[src/verilog/warships_pkg.sv]
package warships_pkg;

    // board geometry
    localparam int grid_size = 12;
    localparam int cell_px = 16;
    localparam int grid_px = grid_size * cell_px;

    // pixel origins of both grids
    localparam int my_grid_x = 100;
    localparam int my_grid_y = 200;
    localparam int en_grid_x = 538;
    localparam int en_grid_y = 200;

    // start button rectangle
    localparam int btn_x = 448;
    localparam int btn_y = 40;
    localparam int btn_w = 128;
    localparam int btn_h = 64;

    localparam int ship_cells = 4;

    // cell codes stored in the board memories
    localparam logic [1:0] cell_empty = 2'd0;
    localparam logic [1:0] cell_ship = 2'd1;
    localparam logic [1:0] cell_miss = 2'd2;
    localparam logic [1:0] cell_hit = 2'd3;

    // game phases, visible on the state output
    localparam logic [3:0] st_place = 4'd0;
    localparam logic [3:0] st_wait_ready = 4'd1;
    localparam logic [3:0] st_my_turn = 4'd2;
    localparam logic [3:0] st_await_result = 4'd3;
    localparam logic [3:0] st_their_turn = 4'd4;
    localparam logic [3:0] st_answer = 4'd5;
    localparam logic [3:0] st_won = 4'd6;
    localparam logic [3:0] st_lost = 4'd7;

    // stable cycles before a button level counts
    localparam int debounce_cycles = 16;

endpackage
[src/verilog/top_warships.sv]
`timescale 1ns/1ps

module top_warships (
    input  logic        control_clk,
    input  logic        rst_n,
    input  logic [11:0] cursor_x,
    input  logic [11:0] cursor_y,
    input  logic        left,
    input  logic        ready2,
    input  logic        hit2,
    input  logic [7:0]  ship_cords_in,
    output logic        ready1,
    output logic        hit1,
    output logic [7:0]  ship_cords_out,
    output logic [3:0]  my_ctr,
    output logic [3:0]  en_ctr,
    output logic [3:0]  state,
    output logic        start_btn_en,
    input  logic [7:0]  view_my_addr,
    output logic [1:0]  view_my_data,
    input  logic [7:0]  view_en_addr,
    output logic [1:0]  view_en_data
);

    // mouse click path
    logic       left_db;
    logic [7:0] my_grid_cords;
    logic [7:0] en_grid_cords;
    logic       my_grid_sel;
    logic       en_grid_sel;
    logic       start_btn;

    // own board control port
    logic [7:0] my_board_addr;
    logic       my_board_w_nr;
    logic [1:0] my_board_wdata;
    logic [1:0] my_board_rdata;

    // enemy board control port
    logic [7:0] en_board_addr;
    logic       en_board_w_nr;
    logic [1:0] en_board_wdata;
    logic [1:0] en_board_rdata;

    debounce u_mouse_debounce (
        .control_clk,
        .rst_n,
        .left,
        .click(left_db)
    );

    player_ctrl u_player_ctrl (
        .control_clk,
        .rst_n,
        .click(left_db),
        .cursor_x,
        .cursor_y,
        .my_cords(my_grid_cords),
        .my_sel(my_grid_sel),
        .en_cords(en_grid_cords),
        .en_sel(en_grid_sel),
        .start_btn
    );

    main_fsm u_main_fsm (
        .control_clk,
        .rst_n,
        .my_cords(my_grid_cords),
        .my_sel(my_grid_sel),
        .en_cords(en_grid_cords),
        .en_sel(en_grid_sel),
        .start_btn,
        .my_mem_addr(my_board_addr),
        .my_mem_w_nr(my_board_w_nr),
        .my_mem_data_out(my_board_wdata),
        .my_mem_data_in(my_board_rdata),
        .en_mem_addr(en_board_addr),
        .en_mem_w_nr(en_board_w_nr),
        .en_mem_data_out(en_board_wdata),
        .en_mem_data_in(en_board_rdata),
        .ready1,
        .hit1,
        .ship_cords_out,
        .ready2,
        .hit2,
        .ship_cords_in,
        .my_ctr,
        .en_ctr,
        .start_btn_en,
        .state
    );

    board_mem u_my_board_mem (
        .control_clk,
        .rst_n,
        .addr(my_board_addr),
        .w_nr(my_board_w_nr),
        .write_data(my_board_wdata),
        .read_data(my_board_rdata),
        .view_addr(view_my_addr),
        .view_data(view_my_data)
    );

    board_mem u_enemy_board_mem (
        .control_clk,
        .rst_n,
        .addr(en_board_addr),
        .w_nr(en_board_w_nr),
        .write_data(en_board_wdata),
        .read_data(en_board_rdata),
        .view_addr(view_en_addr),
        .view_data(view_en_data)
    );

endmodule

[src/verilog/main_fsm.sv]
`timescale 1ns/1ps

module main_fsm
    import warships_pkg::*;
(
    input  logic       control_clk,
    input  logic       rst_n,
    input  logic [7:0] my_cords,
    input  logic       my_sel,
    input  logic [7:0] en_cords,
    input  logic       en_sel,
    input  logic       start_btn,
    output logic [7:0] my_mem_addr,
    output logic       my_mem_w_nr,
    output logic [1:0] my_mem_data_out,
    input  logic [1:0] my_mem_data_in,
    output logic [7:0] en_mem_addr,
    output logic       en_mem_w_nr,
    output logic [1:0] en_mem_data_out,
    input  logic [1:0] en_mem_data_in,
    output logic       ready1,
    output logic       hit1,
    output logic [7:0] ship_cords_out,
    input  logic       ready2,
    input  logic       hit2,
    input  logic [7:0] ship_cords_in,
    output logic [3:0] my_ctr,
    output logic [3:0] en_ctr,
    output logic       start_btn_en,
    output logic [3:0] state
);

    logic [3:0] state_q;
    logic       step;
    logic       clearing;
    logic [3:0] clear_row;
    logic [3:0] clear_col;
    logic       answer_first;
    logic       ready2_q;
    logic       ready2_rise;
    logic       in_play;
    logic [7:0] my_target;
    logic [7:0] en_target;
    logic       res_hit;
    logic [1:0] answer_cell;

    assign state = state_q;
    assign in_play = (state_q != st_place) && (state_q != st_wait_ready);
    // in play the opponent strobes, so only a rising edge is an event
    assign ready2_rise = ready2 && !ready2_q;
    assign start_btn_en = (state_q == st_place) && !clearing && (my_ctr == 4'(ship_cells));

    // what an incoming shot leaves behind on the own board
    always_comb begin
        case (my_mem_data_in)
            cell_ship: answer_cell = cell_hit;
            cell_empty: answer_cell = cell_miss;
            default: answer_cell = my_mem_data_in;
        endcase
    end

    always_comb begin
        if (clearing) begin
            my_mem_addr = {clear_row, clear_col};
            my_mem_w_nr = 1'b1;
            my_mem_data_out = cell_empty;
        end else if (state_q == st_place) begin
            // first cycle reads the clicked cell, second writes if empty
            my_mem_addr = step ? my_target : my_cords;
            my_mem_w_nr = step && (my_mem_data_in == cell_empty);
            my_mem_data_out = cell_ship;
        end else begin
            my_mem_addr = my_target;
            my_mem_w_nr = (state_q == st_answer) && step;
            my_mem_data_out = answer_cell;
        end
    end

    always_comb begin
        if (clearing) begin
            en_mem_addr = {clear_row, clear_col};
            en_mem_w_nr = 1'b1;
            en_mem_data_out = cell_empty;
        end else begin
            en_mem_addr = (state_q == st_my_turn) ? en_cords : en_target;
            en_mem_w_nr = (state_q == st_await_result) && step;
            en_mem_data_out = res_hit ? cell_hit : cell_miss;
        end
    end

    always_ff @(posedge control_clk) begin
        if ((state_q == st_place) && !step && my_sel) begin
            my_target <= my_cords;
        end
        if ((state_q == st_their_turn) && ready2_rise) begin
            my_target <= ship_cords_in;
        end
        if ((state_q == st_my_turn) && !step && en_sel) begin
            en_target <= en_cords;
        end
        if ((state_q == st_await_result) && !step && ready2_rise) begin
            res_hit <= hit2;
        end
    end

    always_ff @(posedge control_clk) begin
        if (!rst_n) begin
            state_q <= st_place;
            step <= 1'b0;
            clearing <= 1'b1;
            clear_row <= '0;
            clear_col <= '0;
            answer_first <= 1'b0;
            ready2_q <= 1'b0;
            ready1 <= 1'b0;
            hit1 <= 1'b0;
            ship_cords_out <= '0;
            my_ctr <= '0;
            en_ctr <= '0;
        end else begin
            ready2_q <= ready2;
            // ready1 is a strobe once play has begun
            if (in_play) begin
                ready1 <= 1'b0;
            end
            case (state_q)
                st_place: begin
                    if (clearing) begin
                        if (clear_col == 4'(grid_size - 1)) begin
                            clear_col <= '0;
                            clear_row <= clear_row + 1'b1;
                            if (clear_row == 4'(grid_size - 1)) begin
                                clearing <= 1'b0;
                            end
                        end else begin
                            clear_col <= clear_col + 1'b1;
                        end
                    end else if (step) begin
                        step <= 1'b0;
                        if (my_mem_data_in == cell_empty) begin
                            my_ctr <= my_ctr + 1'b1;
                        end
                    end else if (my_sel && (my_ctr < 4'(ship_cells))) begin
                        step <= 1'b1;
                    end else if (start_btn && start_btn_en) begin
                        ready1 <= 1'b1;
                        answer_first <= ready2;
                        state_q <= st_wait_ready;
                    end
                end
                st_wait_ready: begin
                    if (ready2) begin
                        ready1 <= 1'b0;
                        en_ctr <= 4'(ship_cells);
                        state_q <= answer_first ? st_their_turn : st_my_turn;
                    end
                end
                st_my_turn: begin
                    if (step) begin
                        step <= 1'b0;
                        // already shot cells are ignored
                        if (en_mem_data_in == cell_empty) begin
                            ready1 <= 1'b1;
                            hit1 <= 1'b0;
                            ship_cords_out <= en_target;
                            state_q <= st_await_result;
                        end
                    end else if (en_sel) begin
                        step <= 1'b1;
                    end
                end
                st_await_result: begin
                    if (step) begin
                        step <= 1'b0;
                        if (res_hit) begin
                            en_ctr <= en_ctr - 1'b1;
                            state_q <= (en_ctr == 4'd1) ? st_won : st_their_turn;
                        end else begin
                            state_q <= st_their_turn;
                        end
                    end else if (ready2_rise) begin
                        step <= 1'b1;
                    end
                end
                st_their_turn: begin
                    if (ready2_rise) begin
                        state_q <= st_answer;
                    end
                end
                st_answer: begin
                    if (!step) begin
                        step <= 1'b1;
                    end else begin
                        step <= 1'b0;
                        ready1 <= 1'b1;
                        hit1 <= (my_mem_data_in == cell_ship);
                        if (my_mem_data_in == cell_ship) begin
                            my_ctr <= my_ctr - 1'b1;
                            state_q <= (my_ctr == 4'd1) ? st_lost : st_my_turn;
                        end else begin
                            state_q <= st_my_turn;
                        end
                    end
                end
                st_won, st_lost: begin
                    // final until reset
                end
                default: begin
                    state_q <= st_place;
                end
            endcase
        end
    end

    // each strobe is a single cycle wide
    a_ready1_strobe: assert property (@(posedge control_clk) disable iff (!rst_n)
        (in_play && ready1) |=> !ready1);

    // a counter at zero in play stays there
    a_my_ctr_floor: assert property (@(posedge control_clk) disable iff (!rst_n)
        (in_play && (my_ctr == 4'd0)) |=> (my_ctr == 4'd0));
    a_en_ctr_floor: assert property (@(posedge control_clk) disable iff (!rst_n)
        (in_play && (en_ctr == 4'd0)) |=> (en_ctr == 4'd0));

endmodule

[src/verilog/player_ctrl.sv]
`timescale 1ns/1ps

module player_ctrl
    import warships_pkg::*;
(
    input  logic        control_clk,
    input  logic        rst_n,
    input  logic        click,
    input  logic [11:0] cursor_x,
    input  logic [11:0] cursor_y,
    output logic [7:0]  my_cords,
    output logic        my_sel,
    output logic [7:0]  en_cords,
    output logic        en_sel,
    output logic        start_btn
);

    logic [11:0] my_dx;
    logic [11:0] my_dy;
    logic [11:0] en_dx;
    logic [11:0] en_dy;
    logic [11:0] btn_dx;
    logic [11:0] btn_dy;
    logic        in_my_grid;
    logic        in_en_grid;
    logic        in_btn;

    // offsets wrap to large values left of or above an origin
    assign my_dx = cursor_x - 12'(my_grid_x);
    assign my_dy = cursor_y - 12'(my_grid_y);
    assign en_dx = cursor_x - 12'(en_grid_x);
    assign en_dy = cursor_y - 12'(en_grid_y);
    assign btn_dx = cursor_x - 12'(btn_x);
    assign btn_dy = cursor_y - 12'(btn_y);

    // so one unsigned compare per axis covers both edges
    assign in_my_grid = (my_dx < 12'(grid_px)) && (my_dy < 12'(grid_px));
    assign in_en_grid = (en_dx < 12'(grid_px)) && (en_dy < 12'(grid_px));
    assign in_btn = (btn_dx < 12'(btn_w)) && (btn_dy < 12'(btn_h));

    always_ff @(posedge control_clk) begin
        if (!rst_n) begin
            my_sel <= 1'b0;
            en_sel <= 1'b0;
            start_btn <= 1'b0;
        end else begin
            my_sel <= click && in_my_grid;
            en_sel <= click && in_en_grid;
            start_btn <= click && in_btn;
        end
    end

    // row in the upper nibble, column in the lower
    always_ff @(posedge control_clk) begin
        my_cords <= {4'(my_dy / cell_px), 4'(my_dx / cell_px)};
        en_cords <= {4'(en_dy / cell_px), 4'(en_dx / cell_px)};
    end

endmodule

[src/verilog/debounce.sv]
`timescale 1ns/1ps

module debounce
    import warships_pkg::*;
(
    input  logic control_clk,
    input  logic rst_n,
    input  logic left,
    output logic click
);

    localparam int cnt_w = $clog2(debounce_cycles + 1);

    logic             left_q;
    logic [cnt_w-1:0] stable_cnt;
    logic             fired;

    always_ff @(posedge control_clk) begin
        if (!rst_n) begin
            left_q <= 1'b0;
            stable_cnt <= '0;
            fired <= 1'b0;
            click <= 1'b0;
        end else begin
            left_q <= left;
            click <= 1'b0;
            if (left != left_q) begin
                stable_cnt <= '0;
            end else if (stable_cnt != cnt_w'(debounce_cycles)) begin
                stable_cnt <= stable_cnt + 1'b1;
                // count completes on this edge
                if (stable_cnt == cnt_w'(debounce_cycles - 1)) begin
                    if (left_q && !fired) begin
                        click <= 1'b1;
                        fired <= 1'b1;
                    end else if (!left_q) begin
                        // stable release rearms the tick
                        fired <= 1'b0;
                    end
                end
            end
        end
    end

endmodule

[src/verilog/board_mem.sv]
`timescale 1ns/1ps

module board_mem
    import warships_pkg::*;
(
    input  logic       control_clk,
    input  logic       rst_n,
    input  logic [7:0] addr,
    input  logic       w_nr,
    input  logic [1:0] write_data,
    output logic [1:0] read_data,
    input  logic [7:0] view_addr,
    output logic [1:0] view_data
);

    logic [1:0] cells [grid_size * grid_size];

    // row major with the row in the upper nibble
    function automatic int unsigned cell_index(input logic [7:0] cords);
        return cords[7:4] * grid_size + cords[3:0];
    endfunction

    function automatic logic on_board(input logic [7:0] cords);
        return (cords[7:4] < grid_size) && (cords[3:0] < grid_size);
    endfunction

    // control port reads return the old cell on a write
    always_ff @(posedge control_clk) begin
        if (w_nr) begin
            cells[cell_index(addr)] <= write_data;
        end
        read_data <= on_board(addr) ? cells[cell_index(addr)] : cell_empty;
    end

    // a display may scan the view port past the grid edge
    always_ff @(posedge control_clk) begin
        view_data <= on_board(view_addr) ? cells[cell_index(view_addr)] : cell_empty;
    end

    a_write_on_board: assert property (@(posedge control_clk) disable iff (!rst_n)
        w_nr |-> on_board(addr));

endmodule

[config.mk]
export PLATFORM = sky130hd
export DESIGN_NAME = top_warships
export DESIGN_NICKNAME = d
export VERILOG_FILES = /design/src/verilog/warships_pkg.sv /design/src/verilog/top_warships.sv /design/src/verilog/main_fsm.sv /design/src/verilog/player_ctrl.sv /design/src/verilog/debounce.sv /design/src/verilog/board_mem.sv
export SDC_FILE = /design/constraint.sdc
export NUM_CORES = 1
export LEC_CHECK = 0
export BUFFER_PORTS_ARGS = -buffer_cell sky130_fd_sc_hd__clkbuf_2
export CORE_ASPECT_RATIO = 1.75
export CORE_MARGIN = 10
export CORE_UTILIZATION = 60
export DETAILED_ROUTE_END_ITERATION = 12
export MAX_ROUTING_LAYER = met4
export PLACE_DENSITY = 0.8
export SYNTH_ARGS = -nofsm -noshare
export SYNTH_HDL_FRONTEND = slang
export SYNTH_HIERARCHICAL = 1
export SYNTH_SLANG_ARGS = --single-unit
[constraint.sdc]
create_clock -name control_clk -period 8.87 [get_ports control_clk]
set_input_delay 0.4435 -clock control_clk [delete_from_list [all_inputs] [get_ports control_clk]]
set_output_delay 0.4435 -clock control_clk [all_outputs]
set_load 0.02 [all_outputs]
**Word level (Yosys, flattened, before mapping)**

Memory sizes are Yosys's and may differ from the RTL's. A register that Yosys moved wholly into a read port is not among the register bits.
Cells that the tools add are included.

- Flip-flop bits (word level): 78
- Memories: 2
- Logic and storage cells: 231
- RAM bits: 576
- Output and inout port bits: 27

Memory list:

| memory | words | width | rd ports | clocked after Yosys merged registers in | wr ports | RTL line | source |
|---|---|---|---|---|---|---|---|
| u_enemy_board_mem.cells | 144 | 2 | 2 | 2 | 1 | board_mem.sv:16 | `logic [1:0] cells [grid_size * grid_size];` |
| u_my_board_mem.cells | 144 | 2 | 2 | 2 | 1 | board_mem.sv:16 |  |

- $add $sub $neg: 15
- Reduce and logical (&&, ||, !) cells: 57
- Muxes and demuxes: 75
- $lt $le $gt $ge: 14
- Equal/unequal tests: 32
- $mul: 4
- Bitwise logic cells: 8

Operators by type and width:

| cell | number |
|---|---|
| 2-to-1 mux 4 bit | 21 |
| 2-to-1 mux 8 bit | 7 |
| < comparator 12 x 8 -> 1 bit, second input constant | 4 |
| 2-to-1 mux 1 bit | 34 |
| adder 8 x 4 -> 8 bit | 4 |
| < comparator 4 bit, second input constant | 8 |
| case mux 4 bit (7 select lines) | 1 |
| logical AND 1 bit | 27 |
| multiplier 4 x 2 -> 6 bit, second input constant | 4 |
| == test 4 x 3 -> 1 bit, second input constant | 5 |
| != test 2 bit, second input constant | 9 |
| case mux 4 bit (2 select lines) | 2 |
| adder 4 x 1 -> 4 bit, second input constant | 3 |
| == test 4 x 1 -> 1 bit, second input constant | 3 |
| < comparator 12 x 7 -> 1 bit, second input constant | 1 |
| != test 2 x 1 -> 1 bit, second input constant | 6 |
| AND reduction 4 bit | 3 |
| subtractor 12 x 10 -> 12 bit, second input constant | 1 |
| subtractor 12 x 6 -> 12 bit, second input constant | 1 |
| subtractor 12 x 7 -> 12 bit, second input constant | 1 |
| subtractor 12 x 8 -> 12 bit, second input constant | 1 |
| subtractor 12 x 9 -> 12 bit, second input constant | 1 |
| AND reduction 11 bit | 1 |
| == test 4 x 2 -> 1 bit, second input constant | 2 |
| 26 further kinds | 55 |

**Depth between registers and ports, before layout**

Gate-level depths: netlist of run 1.

- Depth after elaboration: 9
- Mapped depth: 17
- Gate-level depth less buffers: 14

**Hierarchy**

Netlist of run 1, hierarchy kept.

Modules (own cells, without submodules):

| module | seq. area each (µm²) | area each (µm²) | cells an instance | instances |
|---|---|---|---|---|
| board_mem (u_enemy_board_mem) | 8728.4 | 15149.5 | 958 | 1 |
| board_mem (u_my_board_mem) | 8728.4 | 14930.6 | 922 | 1 |
| main_fsm | 1171.1 | 2811.4 | 295 | 1 |
| player_ctrl | 300.3 | 834.6 | 89 | 1 |
| debounce | 160.2 | 395.4 | 38 | 1 |

**Least setup slack after synthesis of run 1**

Ideal clock, no wire load.

- Kind: reg2reg
- From: register u_main_fsm.clearing
- To: memory u_enemy_board_mem.cells[61][0], enable pin
- Clock period less this slack: 6.731 ns
- Buffers on the path: 4
- Setup slack: 2.139 ns
- Setup time: 0.311 ns
- Data required time: 8.559 ns
- Stages on the path, launching flop included: 13
- Arrival: 6.420 ns
- Cell sequence: dfxtp_1 -> inv_1 -> buf_1 -> clkbuf_1 -> a21oi_1 -> fa_1 -> buf_2 -> nor2b_1 -> a32oi_1 -> a211oi_1 -> nand4_1 -> buf_2 -> nor2_1

- Longest elaborated chain between the ends: 3
- Elaborated cells on any way between the ends: 6
- Classes of those cells: add/sub: 1; mul: 1; mux: 4

Ends and longest elaborated chain:

| item | RTL line | source |
|---|---|---|
| from (decl) | main_fsm.sv:35 | `logic clearing;` |
| from (signal assigned) | main_fsm.sv:110 | `clearing <= 1'b1;` |
| from (signal assigned) | main_fsm.sv:133 | `clearing <= 1'b0;` |
| 2-to-1 mux 8 bit | main_fsm.sv:80 | `if (clearing) begin` |
| named net en_board_addr[6] | top_warships.sv:40 | `logic [7:0] en_board_addr;` |
| multiplier 4 x 2 -> 6 bit | board_mem.sv:20 | `return cords[7:4] * grid_size + cords[3:0];` |
| adder 8 x 4 -> 8 bit | board_mem.sv:20 |  |
| to (decl) | board_mem.sv:16 |  |

The timed path passes the listed nets, and every way through them passes these cells.

**Worst setup path after layout of run 1**

- From: register u_main_fsm.state_q[1], in the netlist u_main_fsm/state[1]
- To: memory u_enemy_board_mem.cells[29][0], enable pin

- Longest elaborated chain between the ends: 5
- Elaborated cells on any way between the ends: 10
- Classes of those cells: add/sub: 1; mul: 1; eq/ne: 2; mux: 5; reduce/logical: 1

Ends and longest elaborated chain:

| item | RTL line | source |
|---|---|---|
| from (decl) | main_fsm.sv:33 | `logic [3:0] state_q;` |
| from (signal assigned) | main_fsm.sv:108 | `state_q <= st_place;` |
| from (signal assigned) | main_fsm.sv:148 | `state_q <= st_wait_ready;` |
| from (signal assigned) | main_fsm.sv:155 | `state_q <= answer_first ? st_their_turn : st_my_turn;` |
| == test 4 x 2 -> 1 bit | main_fsm.sv:85 | `en_mem_addr = (state_q == st_my_turn) ? en_cords : en_target;` |
| 2-to-1 mux 8 bit | main_fsm.sv:85 |  |
| 2-to-1 mux 8 bit | main_fsm.sv:80 |  |
| named net en_board_addr[6] | top_warships.sv:40 |  |
| multiplier 4 x 2 -> 6 bit | board_mem.sv:20 |  |
| adder 8 x 4 -> 8 bit | board_mem.sv:20 |  |

The timed path passes the listed nets, and every way through them passes these cells.

==> flow_metrics.py, run 1 <==
metrics = {
    "cts": {
        "cts_setup_buffers": 0,
        "cts_tree": "yes",
        "numCtsBuffers": 56,
        "path_clk_slew_ns": 0.07,
        "htreeDepth": 2,
        "cts.repair.resized": 0,
        "clock_latency_ns": 0.61,
        "clockBufferDepth": 3,
        "root_buffer": "clkbuf_16",
        "clock_sinks": 657,
    },
    "die": {
        "die_h_um": 335,
        "fp.dieArea_sq_mm": 0.0672,
        "core_area_sq_mm": 0.0563,
        "io_pins": 80,
        "rows": 115,
        "initial_core_util_pct": 60.6,
        "die_w_um": 200,
    },
    "power": {
        "irDropWorstVdd_v": 0.000190,
        "p_per_area_mw_per_mm2": 178,
        "p_leak_nw": 11.0,
        "total_power_w": 0.00661,
    },
    "sta": {
        "slew_headroom_pct": 13.4,
        "setup_ws_ns": 3.07,
        "rsz0062_at_grt": "false",
        "fmax_mhz": 172,
        "fin_crit_ns": 5.80,
        "fin_skew_ns": 0.0175,
        "finalCritPeriodShare_pct": 65.4,
        "tightest_slew_ns": 1.30,
        "fin_tns_setup_ns": 0,
        "report.final.hold_viol_count": 0,
        "fin_hold_ws_ns": 0.117,
        "drv_slew": 0,
        "finalSetupViolations": 0,
    },
    "placed_design": {
        "place_hpwl_mm": 61.0,
        "placedCellCount": 3019,
        "dpl_worst_slack_ns": 3.15,
        "globalplace.congestion": 0.970,
        "port_buffers": 74,
    },
    "logic_synthesis": {
        "yosys-top-cells-area": "edfxtp_1 (52%), mux4_2 (20%), nor2_1 (3.9%)",
        "synth_seq_cells": 657,
        "syn_area_sq_mm": 0.0341,
        "synth-async-reset-ratio_pct": 0,
        "ys_seq_area_share_pct": 55.9,
        "synthesis.instances": 2302,
        "syn_avg_cell_area_sq_um": 14.8,
        "synth_edf_count": 593,
        "mappedNetlistNets": 2407,
        "synth_flop_cell": "edfxtp_1",
        "synth_cell_type_count": 97,
        "yosysTopAreaCell": "edfxtp_1",
        "synth_top_area_share_pct": 52.2,
        "yosysWarnings": 6,
    },
    "cells_and_area": {
        "final_cells": 3126,
        "n_fill_cell": 3816,
        "area_delta_synth_final_pct": 8.70,
        "drive_gt1_share_pct": 25.1,
        "final_net_count": 2423,
    },
    "setup_path": {
        "critPathMaxStageDelay_ns": 0.91,
        "end_kind": "register",
        "cpMostUsedCell": "buf_4",
        "crit_required_ns": 9.15,
        "cp.arrival_ns": 6.08,
        "cp_slowest_cell": "nor3b_2",
        "crit_type": "register to register",
        "path_cells": "buf_4, nor3b_2, mux2i_1, a21oi_1, inv_1, ha_1, nand2b_1, and3_1, or4_1, a221oi_2, buf_4, nand4_1, nor2_1",
        "worstSetupStartpointType": "register",
        "crit_fanout": 25,
    },
    "global_route": {
        "grt_first_pass_wirelength_mm": 139,
        "antenna_found_initial": 0,
        "track_usage_pct": 28.0,
        "grt_pass1_vias": 22900,
        "grt-ovfl-total": 0,
        "grt_max_degree": 127,
    },
    "routing": {
        "drtIter0Drc": 2400,
        "drt-total-wl_mm": 92.1,
        "route.met2.wl_mm": 49.2,
        "viasPerCell": 6.99,
        "wl_met3_mm": 7.19,
        "drt-met1-wl_mm": 28.1,
        "vias": 21900,
        "drt_pass1_iterations": 9,
        "ant_nets": 0,
        "maxUsedRoutingLayer": "met4",
        "wl_per_cell_um": 29.5,
        "drc": 0,
    },
    "status": {
        "status": "complete, no violations",
    },
    "hold_path": {
        "min_path_type": "primary input to register",
    },
    "flow_run": {
        "drv_cap": 0,
    },
}
==> area by class of cell <==
| class | count | area [sq um] | area share [%] |
|---|---|---|---|
| sequential | 657 | 19100 | 51.5 |
| multi-input combinational | 1446 | 14200 | 38.3 |
| clock buffer | 69 | 1540 | 4.16 |
| tap | 760 | 951 | 2.56 |
| timing repair buffer | 113 | 686 | 1.85 |
| clock inverter | 36 | 430 | 1.16 |
| inverter | 44 | 168 | 0.452 |
| antenna | 1 | 2.50 | 0.00675 |
==> layout by cell type, fill, tap and decap left out, types with 19 or more instances in the layout <==
master / count
clkbuf_2: 70
nand3_1: 62
mux2i_1: 77
nor2b_1: 19
nor2_1: 357
ha_1: 44
edfxtp_1: 593
inv_1: 42
dfxtp_1: 64
nand2_1: 130
a21oi_1: 40
xor2_1: 23
clkbuf_16: 59
nor3_1: 21
nand4_1: 25
o21ai_0: 21
mux4_2: 306
mux2_2: 22
buf_4: 40
xnor2_1: 26
==> power by group <==
group	total [W]	internal (W)	leakage [nW]	switching (W)
logic	0.000610	0.000221	4.80	0.000389
registers	0.00336	0.00335	5.25	0.0000143
clock network	0.00264	0.00150	0.972	0.00113
==> worst paths after layout <==
path / end / depth (start not counted) / slack (ns) / from
max: u_enemy_board_mem/cells[29][0]$_DFFE_PP_ / 13 / 3.07 / u_main_fsm/state[1]$_SDFFE_PN0P_
min reg2reg: u_main_fsm/en_target[3]$_DFFE_PP_ / 0 / 0.44 / u_player_ctrl/en_cords[3]$_DFF_P_
max reg2reg: u_enemy_board_mem/cells[29][0]$_DFFE_PP_ / 13 / 3.07 / u_main_fsm/state[1]$_SDFFE_PN0P_
min: u_player_ctrl/en_cords[0]$_DFF_P_ / 2 / 0.12 / cursor_x[4]
==> state kept, by name, summed over array words and instances, names as in the netlist, 2 cells and up <==
register and count:
u_mouse_debounce/stable_cnt 5, u_main_fsm/my_target 8, u_my_board_mem/cells 288, u_my_board_mem/view_data 2, u_main_fsm/en_target 8, u_main_fsm/clear_col 4, u_enemy_board_mem/read_data 2, u_main_fsm/ship_cords_out 8
u_my_board_mem/read_data 2, u_main_fsm/en_ctr 4, u_player_ctrl/en_cords 8, u_player_ctrl/my_cords 4, u_enemy_board_mem/cells 288, u_main_fsm/state 3, u_enemy_board_mem/view_data 2, u_main_fsm/clear_row 4
u_main_fsm/my_ctr 4
==> repair_timing <==
| action | in CTS | in global routing |
|---|---|---|
| hold buffers | 1 | 0 |
| hold endpoints to repair | 1 | 0 |
| endpoints found under the setup margin | 0 | 0 |
==> routing by layer <==
layer  GRT usage [%]  up-vias
met3            3.83      423
met5               -        -
met4            19.8        0
li1                -     9144
met2            49.7     1342
met1            28.0    10900
==> per-stage QoR <==
step	cell area [sq um]	utilization, %
after detailed placement	35100	62.4
final	37100	65.9
after floorplan	34100	-
after global routing	37100	65.9
after CTS	37100	65.9
after global placement	35100	62.4
==> kinds of logic (layout without fill, tap and decap cells) <==
group,after synthesis,after routing,share of synthesized area [%]
compound gates,201,201,4.22
simple gates,730,730,10.4
xor+xnor,53,53,1.38
flops,657,657,55.9
mux,409,409,23.3
buf+inv,199,262,2.67
fa+ha+maj,52,52,2.08
other cells,1,2,0.0110
==> synth_stat cells, drive strengths merged (29+ instances only) <==
| cell | n |
|---|---|
| nor2 | 360 |
| clkbuf | 58 |
| mux4 | 306 |
| dfxtp | 64 |
| nand4 | 35 |
| ha | 44 |
| a21oi | 45 |
| mux2i | 77 |
| inv | 44 |
| edfxtp | 593 |
| nand3 | 62 |
| xnor2 | 29 |
| nand2 | 131 |
| buf | 97 |
==> worst max-delay path: cells and delay by family (launching register included) <==
kind	cells	cell delay (ns)
buffers and inverters	3	0.67
AND/OR/NAND/NOR	6	3.05
adder cells (fa/ha/maj)	1	0.43
flip-flops	1	0.31
AO/OA/AOI/OAI	2	0.78
multiplexers	1	0.22
(Power assumes the default switching activity.)
==> inputs of run 2 (changes only) <==
Clock period 8.87 ns to 5.67 ns, I/O delays scaled along.
==> flow_metrics.py, run 2 (same netlist as run 1, synthesis figures left out) <==
metrics = {
    "cells_and_area": {
        "final_net_count": 2465,
        "drive_gt1_share_pct": 25.5,
        "final_common_cell": "edfxtp_1",
        "area_delta_synth_final_pct": 9.68,
        "n_fill_cell": 3716,
        "final_core_utilization_pct": 66.5,
        "layout_common_cells": "edfxtp_1 (593), nor2_1 (357), mux4_2 (306)",
        "antenna_cells": 0,
        "final_area_sq_mm": 0.0374,
        "reg_top3": "u_enemy_board_mem/cells x288, u_my_board_mem/cells x288",
    },
    "placed_design": {
        "globalplace.congestion": 0.969,
        "port_buffers": 74,
        "place_hpwl_mm": 63.2,
        "placed_cell_area_sq_mm": 0.0353,
    },
    "sta": {
        "finalCritPeriodShare_pct": 90.9,
        "finalSetupViolations": 0,
        "rsz0062_at_grt": "false",
        "slew_headroom_pct": 28.8,
        "fin_crit_ns": 5.15,
        "fin_skew_ns": 0.0166,
        "drv_slew": 0,
        "fin_tns_setup_ns": 0,
        "tightest_slew_ns": 1.07,
        "report.final.hold_viol_count": 0,
        "fmax_mhz": 194,
    },
    "setup_path": {
        "crit_required_ns": 5.97,
        "reg2reg_depth": 13,
        "cp.arrival_ns": 5.45,
        "worstSetupStartpointType": "register",
        "crit_type": "register to register",
        "crit_fanout": 16,
        "end_kind": "register",
    },
    "routing": {
        "wl_per_cell_um": 29.3,
        "drtIter0Drc": 2327,
        "drc": 0,
        "vias": 22100,
        "ant_nets": 0,
        "viasPerCell": 6.97,
        "drt-total-wl_mm": 92.8,
        "drt_pass1_iterations": 6,
    },
    "power": {
        "p_per_area_mw_per_mm2": 274,
        "p_leak_nw": 11.2,
        "irDropWorstVdd_v": 0.000272,
    },
    "die": {
        "io_pins": 80,
        "initial_core_util_pct": 60.6,
        "core_area_sq_mm": 0.0563,
        "fp.dieArea_sq_mm": 0.0672,
        "die_w_um": 200,
        "rows": 115,
        "die_h_um": 335,
    },
    "global_route": {
        "grt_pass1_vias": 23000,
        "grt_max_degree": 105,
        "grt_util_met3_pct": 3.76,
        "grt-ovfl-total": 0,
        "antenna_found_initial": 0,
        "grt_use_met2_pct": 50.1,
        "grt_first_pass_wirelength_mm": 140,
        "track_usage_pct": 28.3,
        "use_met1_pct": 27.7,
        "busiest_layer": "met2",
    },
    "flow_run": {
        "drv_cap": 0,
    },
    "cts": {
        "cts.repair.resized": 0,
        "path_clk_slew_ns": 0.07,
        "cts_setup_buffers": 0,
        "clock_sinks": 657,
        "clockBufferDepth": 3,
        "numCtsBuffers": 58,
        "clock_latency_ns": 0.62,
        "htreeDepth": 2,
        "root_buffer": "clkbuf_16",
        "cts_tree": "yes",
    },
    "status": {
        "status": "complete, no violations",
    },
    "hold_path": {
        "min_path_type": "primary input to register",
        "hold_path_depth": 2,
    },
}
## run 2: final cells by class
cell class                 count  area [sq um]  area share (%)
timing repair buffer         153          1070            2.86
tap                          760           951            2.54
clock buffer                  67          1520            4.05
sequential                   657         19100            51.0
multi-input combinational   1446         14200            38.0
clock inverter                42           410            1.10
inverter                      44           168           0.448
## run 2: worst paths after layout
path | start | to | slack (ns)
worst min-delay path | ship_cords_in[4] | u_main_fsm/my_target[4]$_DFFE_PP_ | 0.04
worst max register to register | u_main_fsm/state[0]$_SDFFE_PN0P_ | u_my_board_mem/cells[28][1]$_DFFE_PP_ | 0.52
worst max-delay path | u_main_fsm/state[0]$_SDFFE_PN0P_ | u_my_board_mem/cells[28][1]$_DFFE_PP_ | 0.52
worst min register to register | u_player_ctrl/en_cords[2]$_DFF_P_ | u_main_fsm/en_target[2]$_DFFE_PP_ | 0.44
## run 2: what timing repair did
item                                    4_1_cts  5_1_grt
endpoints found under the setup margin        0        0
hold endpoints to repair                     19        0
hold buffers                                 19        0
## run 2: metal layers
| metal | share of wire [%] | wire [um] |
|---|---|---|
| met1 | 30 | 27700 |
| met2 | 53 | 49600 |
| met3 | 7.6 | 7070 |
| met4 | 9.1 | 8440 |
| met5 | 0 | 0 |
## run 2: worst max-delay path: stages (launching register included)
cell and delay, ns:
dfxtp_1 0.37, or3_4 0.43, nor2_8 0.21, mux2i_1 0.12, a21oi_1 0.43, inv_1 0.10
ha_1 0.40, nor2b_1 0.19, o311a_1 0.32, nand2_1 0.10, mux2_2 0.36, nor3_2 0.62
nand4_1 0.74, nor2_1 0.43
## run 2: through the flow
step,instances,power [W],hold WS (ns),worst slack (ns)
after floorplan,2302,0.00599,0.376,0.399
after global placement,3041,0.00628,0.416,0.818
after detailed placement,3041,0.00630,0.421,0.611
after CTS,3169,0.0103,0.0103,0.589
after global routing,3169,0.0105,0.0155,0.269
final,3169,0.0103,0.0357,0.515
## run 2: power breakdown
part           switching [W]  internal (W)  total [W]
Combinational       0.000615      0.000366   0.000981
Sequential         0.0000219       0.00524    0.00526
Clock                0.00182       0.00221    0.00403
